### config.mk
export PLATFORM = sky130hd
export DESIGN_NAME = ber_top
export DESIGN_NICKNAME = d
export VERILOG_FILES = /design/src/verilog/ber_ctrl_pkg.sv /design/src/verilog/ber_types_pkg.sv /design/src/verilog/ber_control.sv /design/src/verilog/ber_counter.sv /design/src/verilog/ber_top.sv /design/src/verilog/ber_window_timer.sv /design/src/verilog/prbs9.sv
export SDC_FILE = /design/constraint.sdc
export NUM_CORES = 2
export LEC_CHECK = 0
export BUFFER_PORTS_ARGS = -buffer_cell sky130_fd_sc_hd__buf_4
export CORE_AREA = 2 2 378 380
export CTS_CLUSTER_DIAMETER = 150
export DETAILED_ROUTE_END_ITERATION = 10
export DIE_AREA = 0 0 380 382
export PLACE_DENSITY_LB_ADDON = 0.08
export SYNTH_ARGS = -nofsm -noshare
export SYNTH_HDL_FRONTEND = slang
export SYNTH_SLANG_ARGS = --single-unit
### constraint.sdc
create_clock -name clk -period 91.6 [get_ports clk]
set_input_delay 13.74 -clock clk [delete_from_list [all_inputs] [get_ports clk]]
set_output_delay 13.74 -clock clk [all_outputs]
set_load 0.03 [all_outputs]
### src/verilog/ber_ctrl_pkg.sv
package ber_ctrl_pkg;

  localparam int STATE_W = 2;

  // IDLE holds everything cleared, SYNC sweeps the offsets and
  // COUNT accumulates errors at the chosen offset.
  typedef enum logic [STATE_W-1:0] {
    IDLE  = 2'd0,
    SYNC  = 2'd1,
    COUNT = 2'd2
  } ber_state_t;

endpackage

### src/verilog/ber_types_pkg.sv
package ber_types_pkg;

  // Order of the PRBS polynomial x^9 + x^5 + 1.
  localparam int PRBS_ORDER = 9;

  // Sequence length. It also sets the window length and the number of offsets.
  localparam int PRBS_PERIOD = (1 << PRBS_ORDER) - 1;

  // Shift state bits that feed the XOR for x^9 and x^5.
  localparam int PRBS_TAP_HI = 8;
  localparam int PRBS_TAP_LO = 4;

  // One bit more than a window needs, so an initial "worse than any" value fits.
  localparam int WIN_CNT_W = 10;

  localparam int ACCUM_W = 64;

  // Shift state of one PRBS9 generator.
  typedef logic [PRBS_ORDER-1:0] prbs_state_t;

  // Candidate or chosen delay between received and local bits, 0 to 510.
  typedef logic [PRBS_ORDER-1:0] offset_t;

  // Bits or errors seen inside one window.
  typedef logic [WIN_CNT_W-1:0] win_cnt_t;

  // Long-running error and total bit counts.
  typedef logic [ACCUM_W-1:0] accum_t;

endpackage

### src/verilog/ber_control.sv
module ber_control
(
  output logic o_phase_sync ,
  output logic o_phase_count,
  output logic o_synced     ,
  input  logic i_enable     ,
  input  logic i_sweep_done ,
  input  logic i_rst_n      ,
  input  logic clk
);

  ber_ctrl_pkg::ber_state_t state;
  ber_ctrl_pkg::ber_state_t state_next;

  always_comb begin
    state_next = state;
    case (state)
      ber_ctrl_pkg::IDLE: begin
        if (i_enable) begin
          state_next = ber_ctrl_pkg::SYNC;
        end
      end
      ber_ctrl_pkg::SYNC: begin
        if (i_sweep_done) begin
          state_next = ber_ctrl_pkg::COUNT;
        end
      end
      ber_ctrl_pkg::COUNT: begin
        state_next = ber_ctrl_pkg::COUNT;
      end
      default: begin
        state_next = ber_ctrl_pkg::IDLE;
      end
    endcase

    // Dropping the enable aborts the measurement from any state.
    if (!i_enable) begin
      state_next = ber_ctrl_pkg::IDLE;
    end
  end

  always_ff @(posedge clk) begin
    if (!i_rst_n) begin
      state <= ber_ctrl_pkg::IDLE;
    end else begin
      state <= state_next;
    end
  end

  assign o_phase_sync  = (state == ber_ctrl_pkg::SYNC);
  assign o_phase_count = (state == ber_ctrl_pkg::COUNT);

  // Lock is declared once the sweep has picked an offset.
  assign o_synced      = (state == ber_ctrl_pkg::COUNT);

endmodule

### src/verilog/ber_counter.sv
module ber_counter #(
  parameter int WINDOW_BITS = ber_types_pkg::PRBS_PERIOD
)
(
  output logic                   o_ber_ok     ,
  output ber_types_pkg::accum_t  o_accum_err  ,
  output ber_types_pkg::accum_t  o_accum_tot  ,
  input  logic                   i_rx_bit     ,
  input  logic                   i_prbs_bit   ,
  input  logic                   i_phase_sync ,
  input  logic                   i_phase_count,
  input  logic                   i_window_done,
  input  ber_types_pkg::offset_t i_offset     ,
  input  logic                   i_en_rx      ,
  input  logic                   i_rst_n      ,
  input  logic                   clk
);

  localparam int HIST_LEN = ber_types_pkg::PRBS_PERIOD - 1;

  // Larger than any window count, so the first window always wins.
  localparam ber_types_pkg::win_cnt_t BEST_INIT = ber_types_pkg::win_cnt_t'(WINDOW_BITS + 1);

  logic [HIST_LEN-1:0]                    hist;
  logic [ber_types_pkg::PRBS_PERIOD-1:0]  taps;
  ber_types_pkg::offset_t                 sel_off;
  ber_types_pkg::offset_t                 best_off;
  ber_types_pkg::win_cnt_t                win_err;
  ber_types_pkg::win_cnt_t                win_sum;
  ber_types_pkg::win_cnt_t                best_err;
  ber_types_pkg::accum_t                  accum_err;
  ber_types_pkg::accum_t                  accum_tot;
  logic                                   active;
  logic                                   ref_bit;
  logic                                   mismatch;

  assign active = i_phase_sync | i_phase_count;

  // Tap 0 is the bit of this strobe, tap j the one produced j strobes earlier.
  assign taps = {hist, i_prbs_bit};

  always_ff @(posedge clk) begin
    if (active && i_en_rx) begin
      hist <= {hist[HIST_LEN-2:0], i_prbs_bit};
    end
  end

  // The sweep probes the timer's offset, counting uses the winner.
  assign sel_off  = i_phase_count ? best_off : i_offset;
  assign ref_bit  = taps[sel_off];
  assign mismatch = i_rx_bit ^ ref_bit;

  // Includes the bit on the closing strobe of the window.
  assign win_sum  = win_err + ber_types_pkg::win_cnt_t'(mismatch);

  always_ff @(posedge clk) begin
    if (!i_rst_n || !i_phase_sync) begin
      win_err <= '0;
    end else if (i_en_rx) begin
      if (i_window_done) begin
        win_err <= '0;
      end else begin
        win_err <= win_sum;
      end
    end
  end

  // Strict compare keeps the lowest offset among equal minima.
  always_ff @(posedge clk) begin
    if (!i_rst_n || !active) begin
      best_err <= BEST_INIT;
      best_off <= '0;
    end else if (i_phase_sync && i_window_done && (win_sum < best_err)) begin
      best_err <= win_sum;
      best_off <= i_offset;
    end
  end

  always_ff @(posedge clk) begin
    if (!i_rst_n || !i_phase_count) begin
      accum_err <= '0;
      accum_tot <= '0;
    end else if (i_en_rx) begin
      accum_tot <= accum_tot + 1'b1;
      accum_err <= accum_err + ber_types_pkg::accum_t'(mismatch);
    end
  end

  assign o_accum_err = accum_err;
  assign o_accum_tot = accum_tot;

  // Stays lit through COUNT until the first error lands.
  assign o_ber_ok    = i_phase_count & (accum_err == '0);

endmodule

### src/verilog/ber_top.sv
module ber_top #(
  parameter ber_types_pkg::prbs_state_t PRBS_SEED_I = 9'h1AA,
  parameter ber_types_pkg::prbs_state_t PRBS_SEED_Q = 9'h1FE,
  parameter int                         WINDOW_BITS = ber_types_pkg::PRBS_PERIOD
)
(
  output ber_types_pkg::accum_t o_accum_err_i,
  output ber_types_pkg::accum_t o_accum_tot_i,
  output ber_types_pkg::accum_t o_accum_err_q,
  output ber_types_pkg::accum_t o_accum_tot_q,
  output logic                  o_ber_ok_i   ,
  output logic                  o_ber_ok_q   ,
  output logic                  o_synced     ,
  input  logic                  i_rx_bit_i   ,
  input  logic                  i_rx_bit_q   ,
  input  logic                  i_enable     ,
  input  logic                  i_en_rx      ,
  input  logic                  i_rst_n      ,
  input  logic                  clk
);

  logic                   w_phase_sync ;
  logic                   w_phase_count;
  logic                   w_prbs_run   ;
  logic                   w_window_done;
  logic                   w_sweep_done ;
  ber_types_pkg::offset_t w_offset     ;
  logic                   w_prbs_bit_i ;
  logic                   w_prbs_bit_q ;

  ber_control u_ber_control (
    .o_phase_sync (w_phase_sync ),
    .o_phase_count(w_phase_count),
    .o_synced     (o_synced     ),
    .i_enable     (i_enable     ),
    .i_sweep_done (w_sweep_done ),
    .i_rst_n      (i_rst_n      ),
    .clk          (clk          )
  );

  ber_window_timer #(
    .WINDOW_BITS(WINDOW_BITS)
  ) u_ber_window_timer (
    .o_window_done(w_window_done),
    .o_sweep_done (w_sweep_done ),
    .o_offset     (w_offset     ),
    .i_phase_sync (w_phase_sync ),
    .i_en_rx      (i_en_rx      ),
    .i_rst_n      (i_rst_n      ),
    .clk          (clk          )
  );

  // Local generators run through both the sweep and the count.
  assign w_prbs_run = w_phase_sync | w_phase_count;

  prbs9 #(
    .SEED(PRBS_SEED_I)
  ) u_prbs9_i (
    .o_bit  (w_prbs_bit_i),
    .i_run  (w_prbs_run  ),
    .i_en_rx(i_en_rx     ),
    .i_rst_n(i_rst_n     ),
    .clk    (clk         )
  );

  prbs9 #(
    .SEED(PRBS_SEED_Q)
  ) u_prbs9_q (
    .o_bit  (w_prbs_bit_q),
    .i_run  (w_prbs_run  ),
    .i_en_rx(i_en_rx     ),
    .i_rst_n(i_rst_n     ),
    .clk    (clk         )
  );

  ber_counter #(
    .WINDOW_BITS(WINDOW_BITS)
  ) u_ber_counter_i (
    .o_ber_ok     (o_ber_ok_i   ),
    .o_accum_err  (o_accum_err_i),
    .o_accum_tot  (o_accum_tot_i),
    .i_rx_bit     (i_rx_bit_i   ),
    .i_prbs_bit   (w_prbs_bit_i ),
    .i_phase_sync (w_phase_sync ),
    .i_phase_count(w_phase_count),
    .i_window_done(w_window_done),
    .i_offset     (w_offset     ),
    .i_en_rx      (i_en_rx      ),
    .i_rst_n      (i_rst_n      ),
    .clk          (clk          )
  );

  ber_counter #(
    .WINDOW_BITS(WINDOW_BITS)
  ) u_ber_counter_q (
    .o_ber_ok     (o_ber_ok_q   ),
    .o_accum_err  (o_accum_err_q),
    .o_accum_tot  (o_accum_tot_q),
    .i_rx_bit     (i_rx_bit_q   ),
    .i_prbs_bit   (w_prbs_bit_q ),
    .i_phase_sync (w_phase_sync ),
    .i_phase_count(w_phase_count),
    .i_window_done(w_window_done),
    .i_offset     (w_offset     ),
    .i_en_rx      (i_en_rx      ),
    .i_rst_n      (i_rst_n      ),
    .clk          (clk          )
  );

endmodule

### src/verilog/ber_window_timer.sv
module ber_window_timer #(
  parameter int WINDOW_BITS = ber_types_pkg::PRBS_PERIOD
)
(
  output logic                    o_window_done,
  output logic                    o_sweep_done ,
  output ber_types_pkg::offset_t  o_offset     ,
  input  logic                    i_phase_sync ,
  input  logic                    i_en_rx      ,
  input  logic                    i_rst_n      ,
  input  logic                    clk
);

  localparam ber_types_pkg::win_cnt_t LAST_BIT    = ber_types_pkg::win_cnt_t'(WINDOW_BITS - 1);
  localparam ber_types_pkg::offset_t  LAST_OFFSET =
    ber_types_pkg::offset_t'(ber_types_pkg::PRBS_PERIOD - 1);

  ber_types_pkg::win_cnt_t bit_cnt;
  ber_types_pkg::offset_t  offset;
  logic                    window_end;

  // The strobe carrying the last bit of a window closes it.
  assign window_end = i_phase_sync & i_en_rx & (bit_cnt == LAST_BIT);

  always_ff @(posedge clk) begin
    if (!i_rst_n || !i_phase_sync) begin
      bit_cnt <= '0;
    end else if (i_en_rx) begin
      if (window_end) begin
        bit_cnt <= '0;
      end else begin
        bit_cnt <= bit_cnt + 1'b1;
      end
    end
  end

  // One offset per window, 0 up to 510.
  always_ff @(posedge clk) begin
    if (!i_rst_n || !i_phase_sync) begin
      offset <= '0;
    end else if (window_end) begin
      if (offset == LAST_OFFSET) begin
        offset <= '0;
      end else begin
        offset <= offset + 1'b1;
      end
    end
  end

  assign o_window_done = window_end;
  assign o_sweep_done  = window_end & (offset == LAST_OFFSET);
  assign o_offset      = offset;

endmodule

### src/verilog/prbs9.sv
module prbs9 #(
  parameter ber_types_pkg::prbs_state_t SEED = 9'h1AA
)
(
  output logic o_bit  ,
  input  logic i_run  ,
  input  logic i_en_rx,
  input  logic i_rst_n,
  input  logic clk
);

  ber_types_pkg::prbs_state_t state;
  logic                       feedback;

  assign feedback = state[ber_types_pkg::PRBS_TAP_HI] ^ state[ber_types_pkg::PRBS_TAP_LO];

  // The sequence restarts from the seed whenever no measurement phase is active.
  always_ff @(posedge clk) begin
    if (!i_rst_n || !i_run) begin
      state <= SEED;
    end else if (i_en_rx) begin
      state <= {state[ber_types_pkg::PRBS_ORDER-2:0], feedback};
    end
  end

  // The bit for this strobe is the one about to be shifted in.
  assign o_bit = feedback;

endmodule
* Yosys cells after proc, flatten, opt, wreduce, memory -nomap -nowiden
Index checks and enable logic that the tools add are counted.
** Word-level totals
- Bits in registers :: 1373
- Input port bits :: 6
** Operators by class
- $add $sub $neg :: 8
- Magnitude comparators :: 4
- Equal/unequal tests :: 5
- Mux-type cells :: 12
- Bitwise logic cells :: 10
- Reduce and logical (&&, ||, !) cells :: 15
** Operators by type and width (number)
- $add 64x1->64 :: 2
- $add 64x1->64 const B :: 2
- $logic_not 64->1 :: 2
- $mux 10 :: 3
- $mux 9 :: 3
- $add 10x1->10 :: 2
- $lt 10x10->1 :: 2
- $lt 9x10->1 const B :: 2
- $bmux 1 s9 :: 2
- $add 10x1->10 const B :: 1
- $eq 10x9->1 const B :: 1
- $add 9x1->9 const B :: 1
- $eq 9x9->1 const B :: 1
- $pmux 2 s3 :: 1
- $and 1x1->1 :: 5
- $logic_and 1x1->1 :: 4
- $logic_not 1->1 :: 4
- $xor 1x1->1 :: 4
- $logic_or 1x1->1 :: 3
- $eq 2x1->1 const B :: 1
- $eq 2x2->1 const B :: 1
- $logic_not 2->1 :: 1
- $mux 1 :: 2
- $mux 2 :: 1
- 3 further kinds :: 3

* Longest topological paths before layout
- Word-level depth :: 8
- Mapped depth :: 30

* Hierarchy
From an unflattened synthesis, not the netlist that was laid out.
** Second synthesis, totals
- Cell total of the unflattened synthesis :: 4485
- Area, all modules :: 56020.0 um^2
** By module, submodules not included
- ber_counter at u_ber_counter_q :: times used 1, cells each 2151, area an instance 27146.0 um^2, sequential area each 18457.7 um^2
- ber_counter at u_ber_counter_i :: times used 1, cells each 2147, area an instance 27126.0 um^2, sequential area each 18457.7 um^2
- ber_window_timer :: times used 1, cells each 108, area an instance 925.9 um^2, sequential area each 380.4 um^2
- prbs9 at u_prbs9_q :: times used 1, cells each 32, area an instance 341.6 um^2, sequential area each 180.2 um^2
- prbs9 at u_prbs9_i :: times used 1, cells each 32, area an instance 336.6 um^2, sequential area each 180.2 um^2
- ber_control :: times used 1, cells each 14, area an instance 137.6 um^2, sequential area each 40.0 um^2
- ber_top :: times used 1, cells each 1, area an instance 6.3 um^2, sequential area each 0.0 um^2

* Worst setup path after synthesis
No wires, ideal clock.
- Path kind :: in2reg
- Start :: input port i_en_rx
- End :: register u_ber_counter_i.hist[0], enable pin
- Library setup time :: 1.525 ns
- Arrival time :: 37.555 ns
- Path slack :: 52.521 ns
- Cell stages on the path :: 5
- Cell sequence :: buf_2 clkbuf_1 clkbuf_1 buf_1 and2_1
** Between the ends
- Cells in the longest elaborated chain, start to end :: 1
** Ends and longest elaborated chain
- from (decl) :: line ber_top.sv:17 : input logic i_en_rx ,
- $logic_and 1x1->1 :: line ber_counter.sv:43 : if (active && i_en_rx) begin
- to (signal assigned) :: line ber_counter.sv:44 : hist <= {hist[HIST_LEN-2:0], i_prbs_bit};
- to (decl) :: line ber_counter.sv:24 : logic [HIST_LEN-1:0] hist;
Every way passes these cells.
A chain may end at the register's enable or synchronous reset.

* Worst setup path after layout
- Start :: input port i_en_rx
- End :: register u_ber_counter_q.hist[351], enable pin
** Between the ends
- Cells in the longest elaborated chain, start to end :: 1
** Ends and longest elaborated chain (line)
- $logic_and 1x1->1 :: ber_counter.sv:43
- to (signal assigned) :: ber_counter.sv:44
- to (decl) :: ber_counter.sv:24
Every way passes these cells.

==> out/summary.json <==
{
  "layout": {
    "fill_cells": 12844,
    "drive_above_1_share_pct": 12.62,
    "antenna_cells_inserted": 0,
    "nNetsFinal": 4756,
    "post-route-util_pct": 45.92,
    "layout-area-overhead-vs-synth_pct": 15.62
  },
  "clock_tree": {
    "clk_latency_worst_skew_pair_ps": 760,
    "cts_tree": "built",
    "cts_root_buffer": "clkbuf_16",
    "worst_setup_hold_path_clk_slew_ps": 60,
    "cts_buffers": 153,
    "cts_buffer_depth": 3,
    "htreeDepth": 4,
    "tritoncts_num_sinks": 1373,
    "postCtsResizedCells": 0,
    "postCtsHoldBufs": 0,
    "buffers_inserted_by_post_cts_timing_repair": 0
  },
  "floorplan": {
    "die_y_um": 382,
    "initial_core_util_pct": 39.72,
    "fp.dieArea_um2": 145200,
    "floorplan.io_pins": 265,
    "die_w_um": 380,
    "area_of_the_core_region_um2": 140900,
    "rows": 138
  },
  "worst_setup_path": {
    "timing.critical_path.to_type": "flip-flop",
    "crit_buf_inv": 5,
    "crit_fanout": 181,
    "cpPeakStageDelay_ps": 950,
    "critical_path_cell_count": 6,
    "path_cells": "buf_4 > and2_4 > buf_12 > buf_4 > buf_4 > buf_4",
    "worstSetupPathType": "input port to flip-flop",
    "setup.worst_path.start": "i_en_rx",
    "reg2reg_slack_ps": 82720,
    "crit_required_ps": 91960,
    "critPathLaunchType": "input port",
    "timing.critical_path.mode_cell": "buf_4",
    "critical_path_arrival_ps": 18760,
    "rr_startpoint": "u_ber_control.state[0]",
    "cpMaxStageDelayCell": "buf_4",
    "cp_top_family": "buffers and inverters",
    "worstRegToRegCells": 27,
    "reg2reg_to": "u_ber_counter_i.best_err[1]"
  },
  "route": {
    "totalWireLength_um": 133600,
    "wire_per_inst_um": 19.86,
    "maxUsedRoutingLayer": "met5",
    "dr_wl_met2_um": 59220,
    "via_per_inst": 5.295,
    "drc": 0,
    "wl_met1_um": 63140,
    "antenna_violating_nets_post_route": 0,
    "drt_pass1_iterations": 5,
    "detailroute.via_count": 35608,
    "detailroute.wirelength.met3_um": 6882,
    "drt_iter0_markers": 2637
  },
  "synth": {
    "synthesis.area_per_instance_um2": 12.52,
    "post_synth_main_area_contributors": "edfxtp_1 55%, dfxtp_1 13%, nand2_1 5.2%",
    "yosys_most_used_dff": "edfxtp_1",
    "synth_sequential_area_ratio_pct": 67.37,
    "netlist_instances": 4470,
    "mappedNetlistArea_um2": 55960,
    "ys_async_sr_fraction_pct": 0,
    "ys_warns": 0,
    "synth_common_cells": "1,020 x edfxtp_1, 776 x nand2_1, 410 x nand3_1",
    "most_area_hungry_cell_type_in_the_yosys_netlist": "edfxtp_1",
    "fraction_of_synthesized_cell_area_taken_by_the_top_area_cell_type_pct": 54.74,
    "synth.most_common_cell": "edfxtp_1",
    "syn_nets": 4512,
    "synth_cell_type_count": 62,
    "post_synth_edffs": 1020,
    "postSynthRegisterBits": 1373
  },
  "status": {
    "outcome": "finished clean"
  },
  "worst_hold_path": {
    "min-delay-path-class": "flip-flop to flip-flop",
    "hp-start": "u_ber_counter_i.hist[160]",
    "worst_hold_path.endpoint": "u_ber_counter_i.hist[161]",
    "holdPathStages": 0
  },
  "timing": {
    "max_slew_margin_pct": 18.89,
    "finalCriticalPeriod_ps": 18400,
    "final_skew_ps": 31.88,
    "fin_crit_sh_pct": 20.09,
    "timing.setup.tns_ps": 0,
    "setup_viol": 0,
    "final_hold_viol_count": 0,
    "worst_tran_pin_value_ps": 1217,
    "achievable-frequency_mhz": 54.33,
    "grt_setup_unrepaired": "no",
    "slew_violations": 0
  },
  "placed_design": {
    "routabilityCongestion": 0.7744,
    "portBuffers": 264,
    "detailed_place_hpwl_um": 76560
  },
  "grt": {
    "antenna_found_initial": 4,
    "overflow": 0,
    "first_global_vias": 34791,
    "wire_length_of_the_first_global_routing_pass_um": 207300,
    "grt_max_degree": 189,
    "grt_use_total_pct": 17.91
  },
  "job": {
    "drv.max_cap_violation_count": 0
  },
  "power_and_ir_drop": {
    "vdd_drop_max_mv": 0.01405,
    "total_leakage_power_nw": 19.36,
    "power_per_cell_area_nw_per_um2": 19.65
  }
}
-- kinds of logic after synthesis --
kind of cell / after synthesis / synth area share (%)
fa+ha+maj: 36 / 0.8050
flops: 1373 / 67.37
xor+xnor: 228 / 3.569
simple gates: 1894 / 15.48
compound gates: 391 / 4.662
mux: 275 / 6.118
buf+inv: 273 / 2.001
-- metal layers --
| metal | global-route usage, % | up-vias |
|---|---|---|
| li1 | - | 16887 |
| met1 | 25.59 | 17678 |
| met2 | 27.03 | 787 |
| met3 | 3.814 | 248 |
| met4 | 6.173 | 8 |
| met5 | 0 | - |
-- power by group --
| part | total (mW) | internal (mW) | switching [mW] |
|---|---|---|---|
| Clock | 0.583 | 0.335 | 0.248 |
| Combinational | 0.0173 | 0.00246 | 0.0148 |
| Sequential | 0.671 | 0.670 | 0.00101 |
| Total | 1.27 | 1.01 | 0.264 |
-- worst max path at each step --
stage / slack, ps / end
after floorplan: 52520 / u_ber_counter_i.hist[0]
after global placement: 72310 / u_ber_counter_q.hist[349]
after detailed placement: 72280 / u_ber_counter_q.hist[349]
after CTS: 73120 / u_ber_counter_q.hist[350]
after global routing: 72730 / u_ber_counter_q.hist[351]
final: 73200 / u_ber_counter_q.hist[351]
-- per-stage QoR --
stage / worst slack (ps) / total power [mW] / hold slack (ps) / instances / instance area, µm²
final: 73200 / 1.271 / 431.0 / 6725 / 64700
after global routing: 72730 / 1.315 / 446.1 / 6725 / 64700
after CTS: 73120 / 1.291 / 432.2 / 6725 / 64700
after detailed placement: 72280 / 0.7017 / 428.4 / 6449 / 59990
after global placement: 72310 / 0.7015 / 424.5 / 6449 / 59990
after floorplan: 52520 / 0.7222 / 420.7 / 4470 / 55960
-- cell type report --
type	count	area, µm²	share of cell area, %
multi-input cells	2824	17350	26.82
inverters	49	183.9	0.2843
flip-flops and latches	1373	37700	58.26
clock inverters	63	455.4	0.7039
repair buffers	313	2387	3.690
clock buffers	213	4259	6.583
well taps	1890	2365	3.655
-- flip-flops by register name, indices dropped and copies added (netlist names) --
| signal | count |
|---|---|
| u_ber_control.state | 2 |
| u_ber_counter_i.best_err | 10 |
| u_ber_counter_i.best_off | 9 |
| u_ber_counter_i.hist | 510 |
| u_ber_counter_i.o_accum_err | 64 |
| u_ber_counter_i.o_accum_tot | 64 |
| u_ber_counter_i.win_err | 10 |
| u_ber_counter_q.best_err | 10 |
| u_ber_counter_q.best_off | 9 |
| u_ber_counter_q.hist | 510 |
| u_ber_counter_q.o_accum_err | 64 |
| u_ber_counter_q.o_accum_tot | 64 |
| u_ber_counter_q.win_err | 10 |
| u_ber_window_timer.bit_cnt | 10 |
| u_ber_window_timer.o_offset | 9 |
| u_prbs9_i.state | 9 |
| u_prbs9_q.state | 9 |
-- cells in the final DEF, fill, tap and decap left out, drive strengths merged, types with 25 or more instances in the layout --
master / instances
edfxtp: 1020
o21ai: 74
or3: 63
xnor2: 83
mux4: 53
and4: 27
mux2i: 216
clkinv: 51
nor3: 25
clkbuf: 213
nand3: 410
nor2: 337
inv: 54
buf: 313
xor2: 145
nand2: 777
a21oi: 117
and3: 76
ha: 36
dfxtp: 353
nor4: 37
nand4: 69
o2111ai: 69
Note: power is estimated with default switching activity, not from simulation.
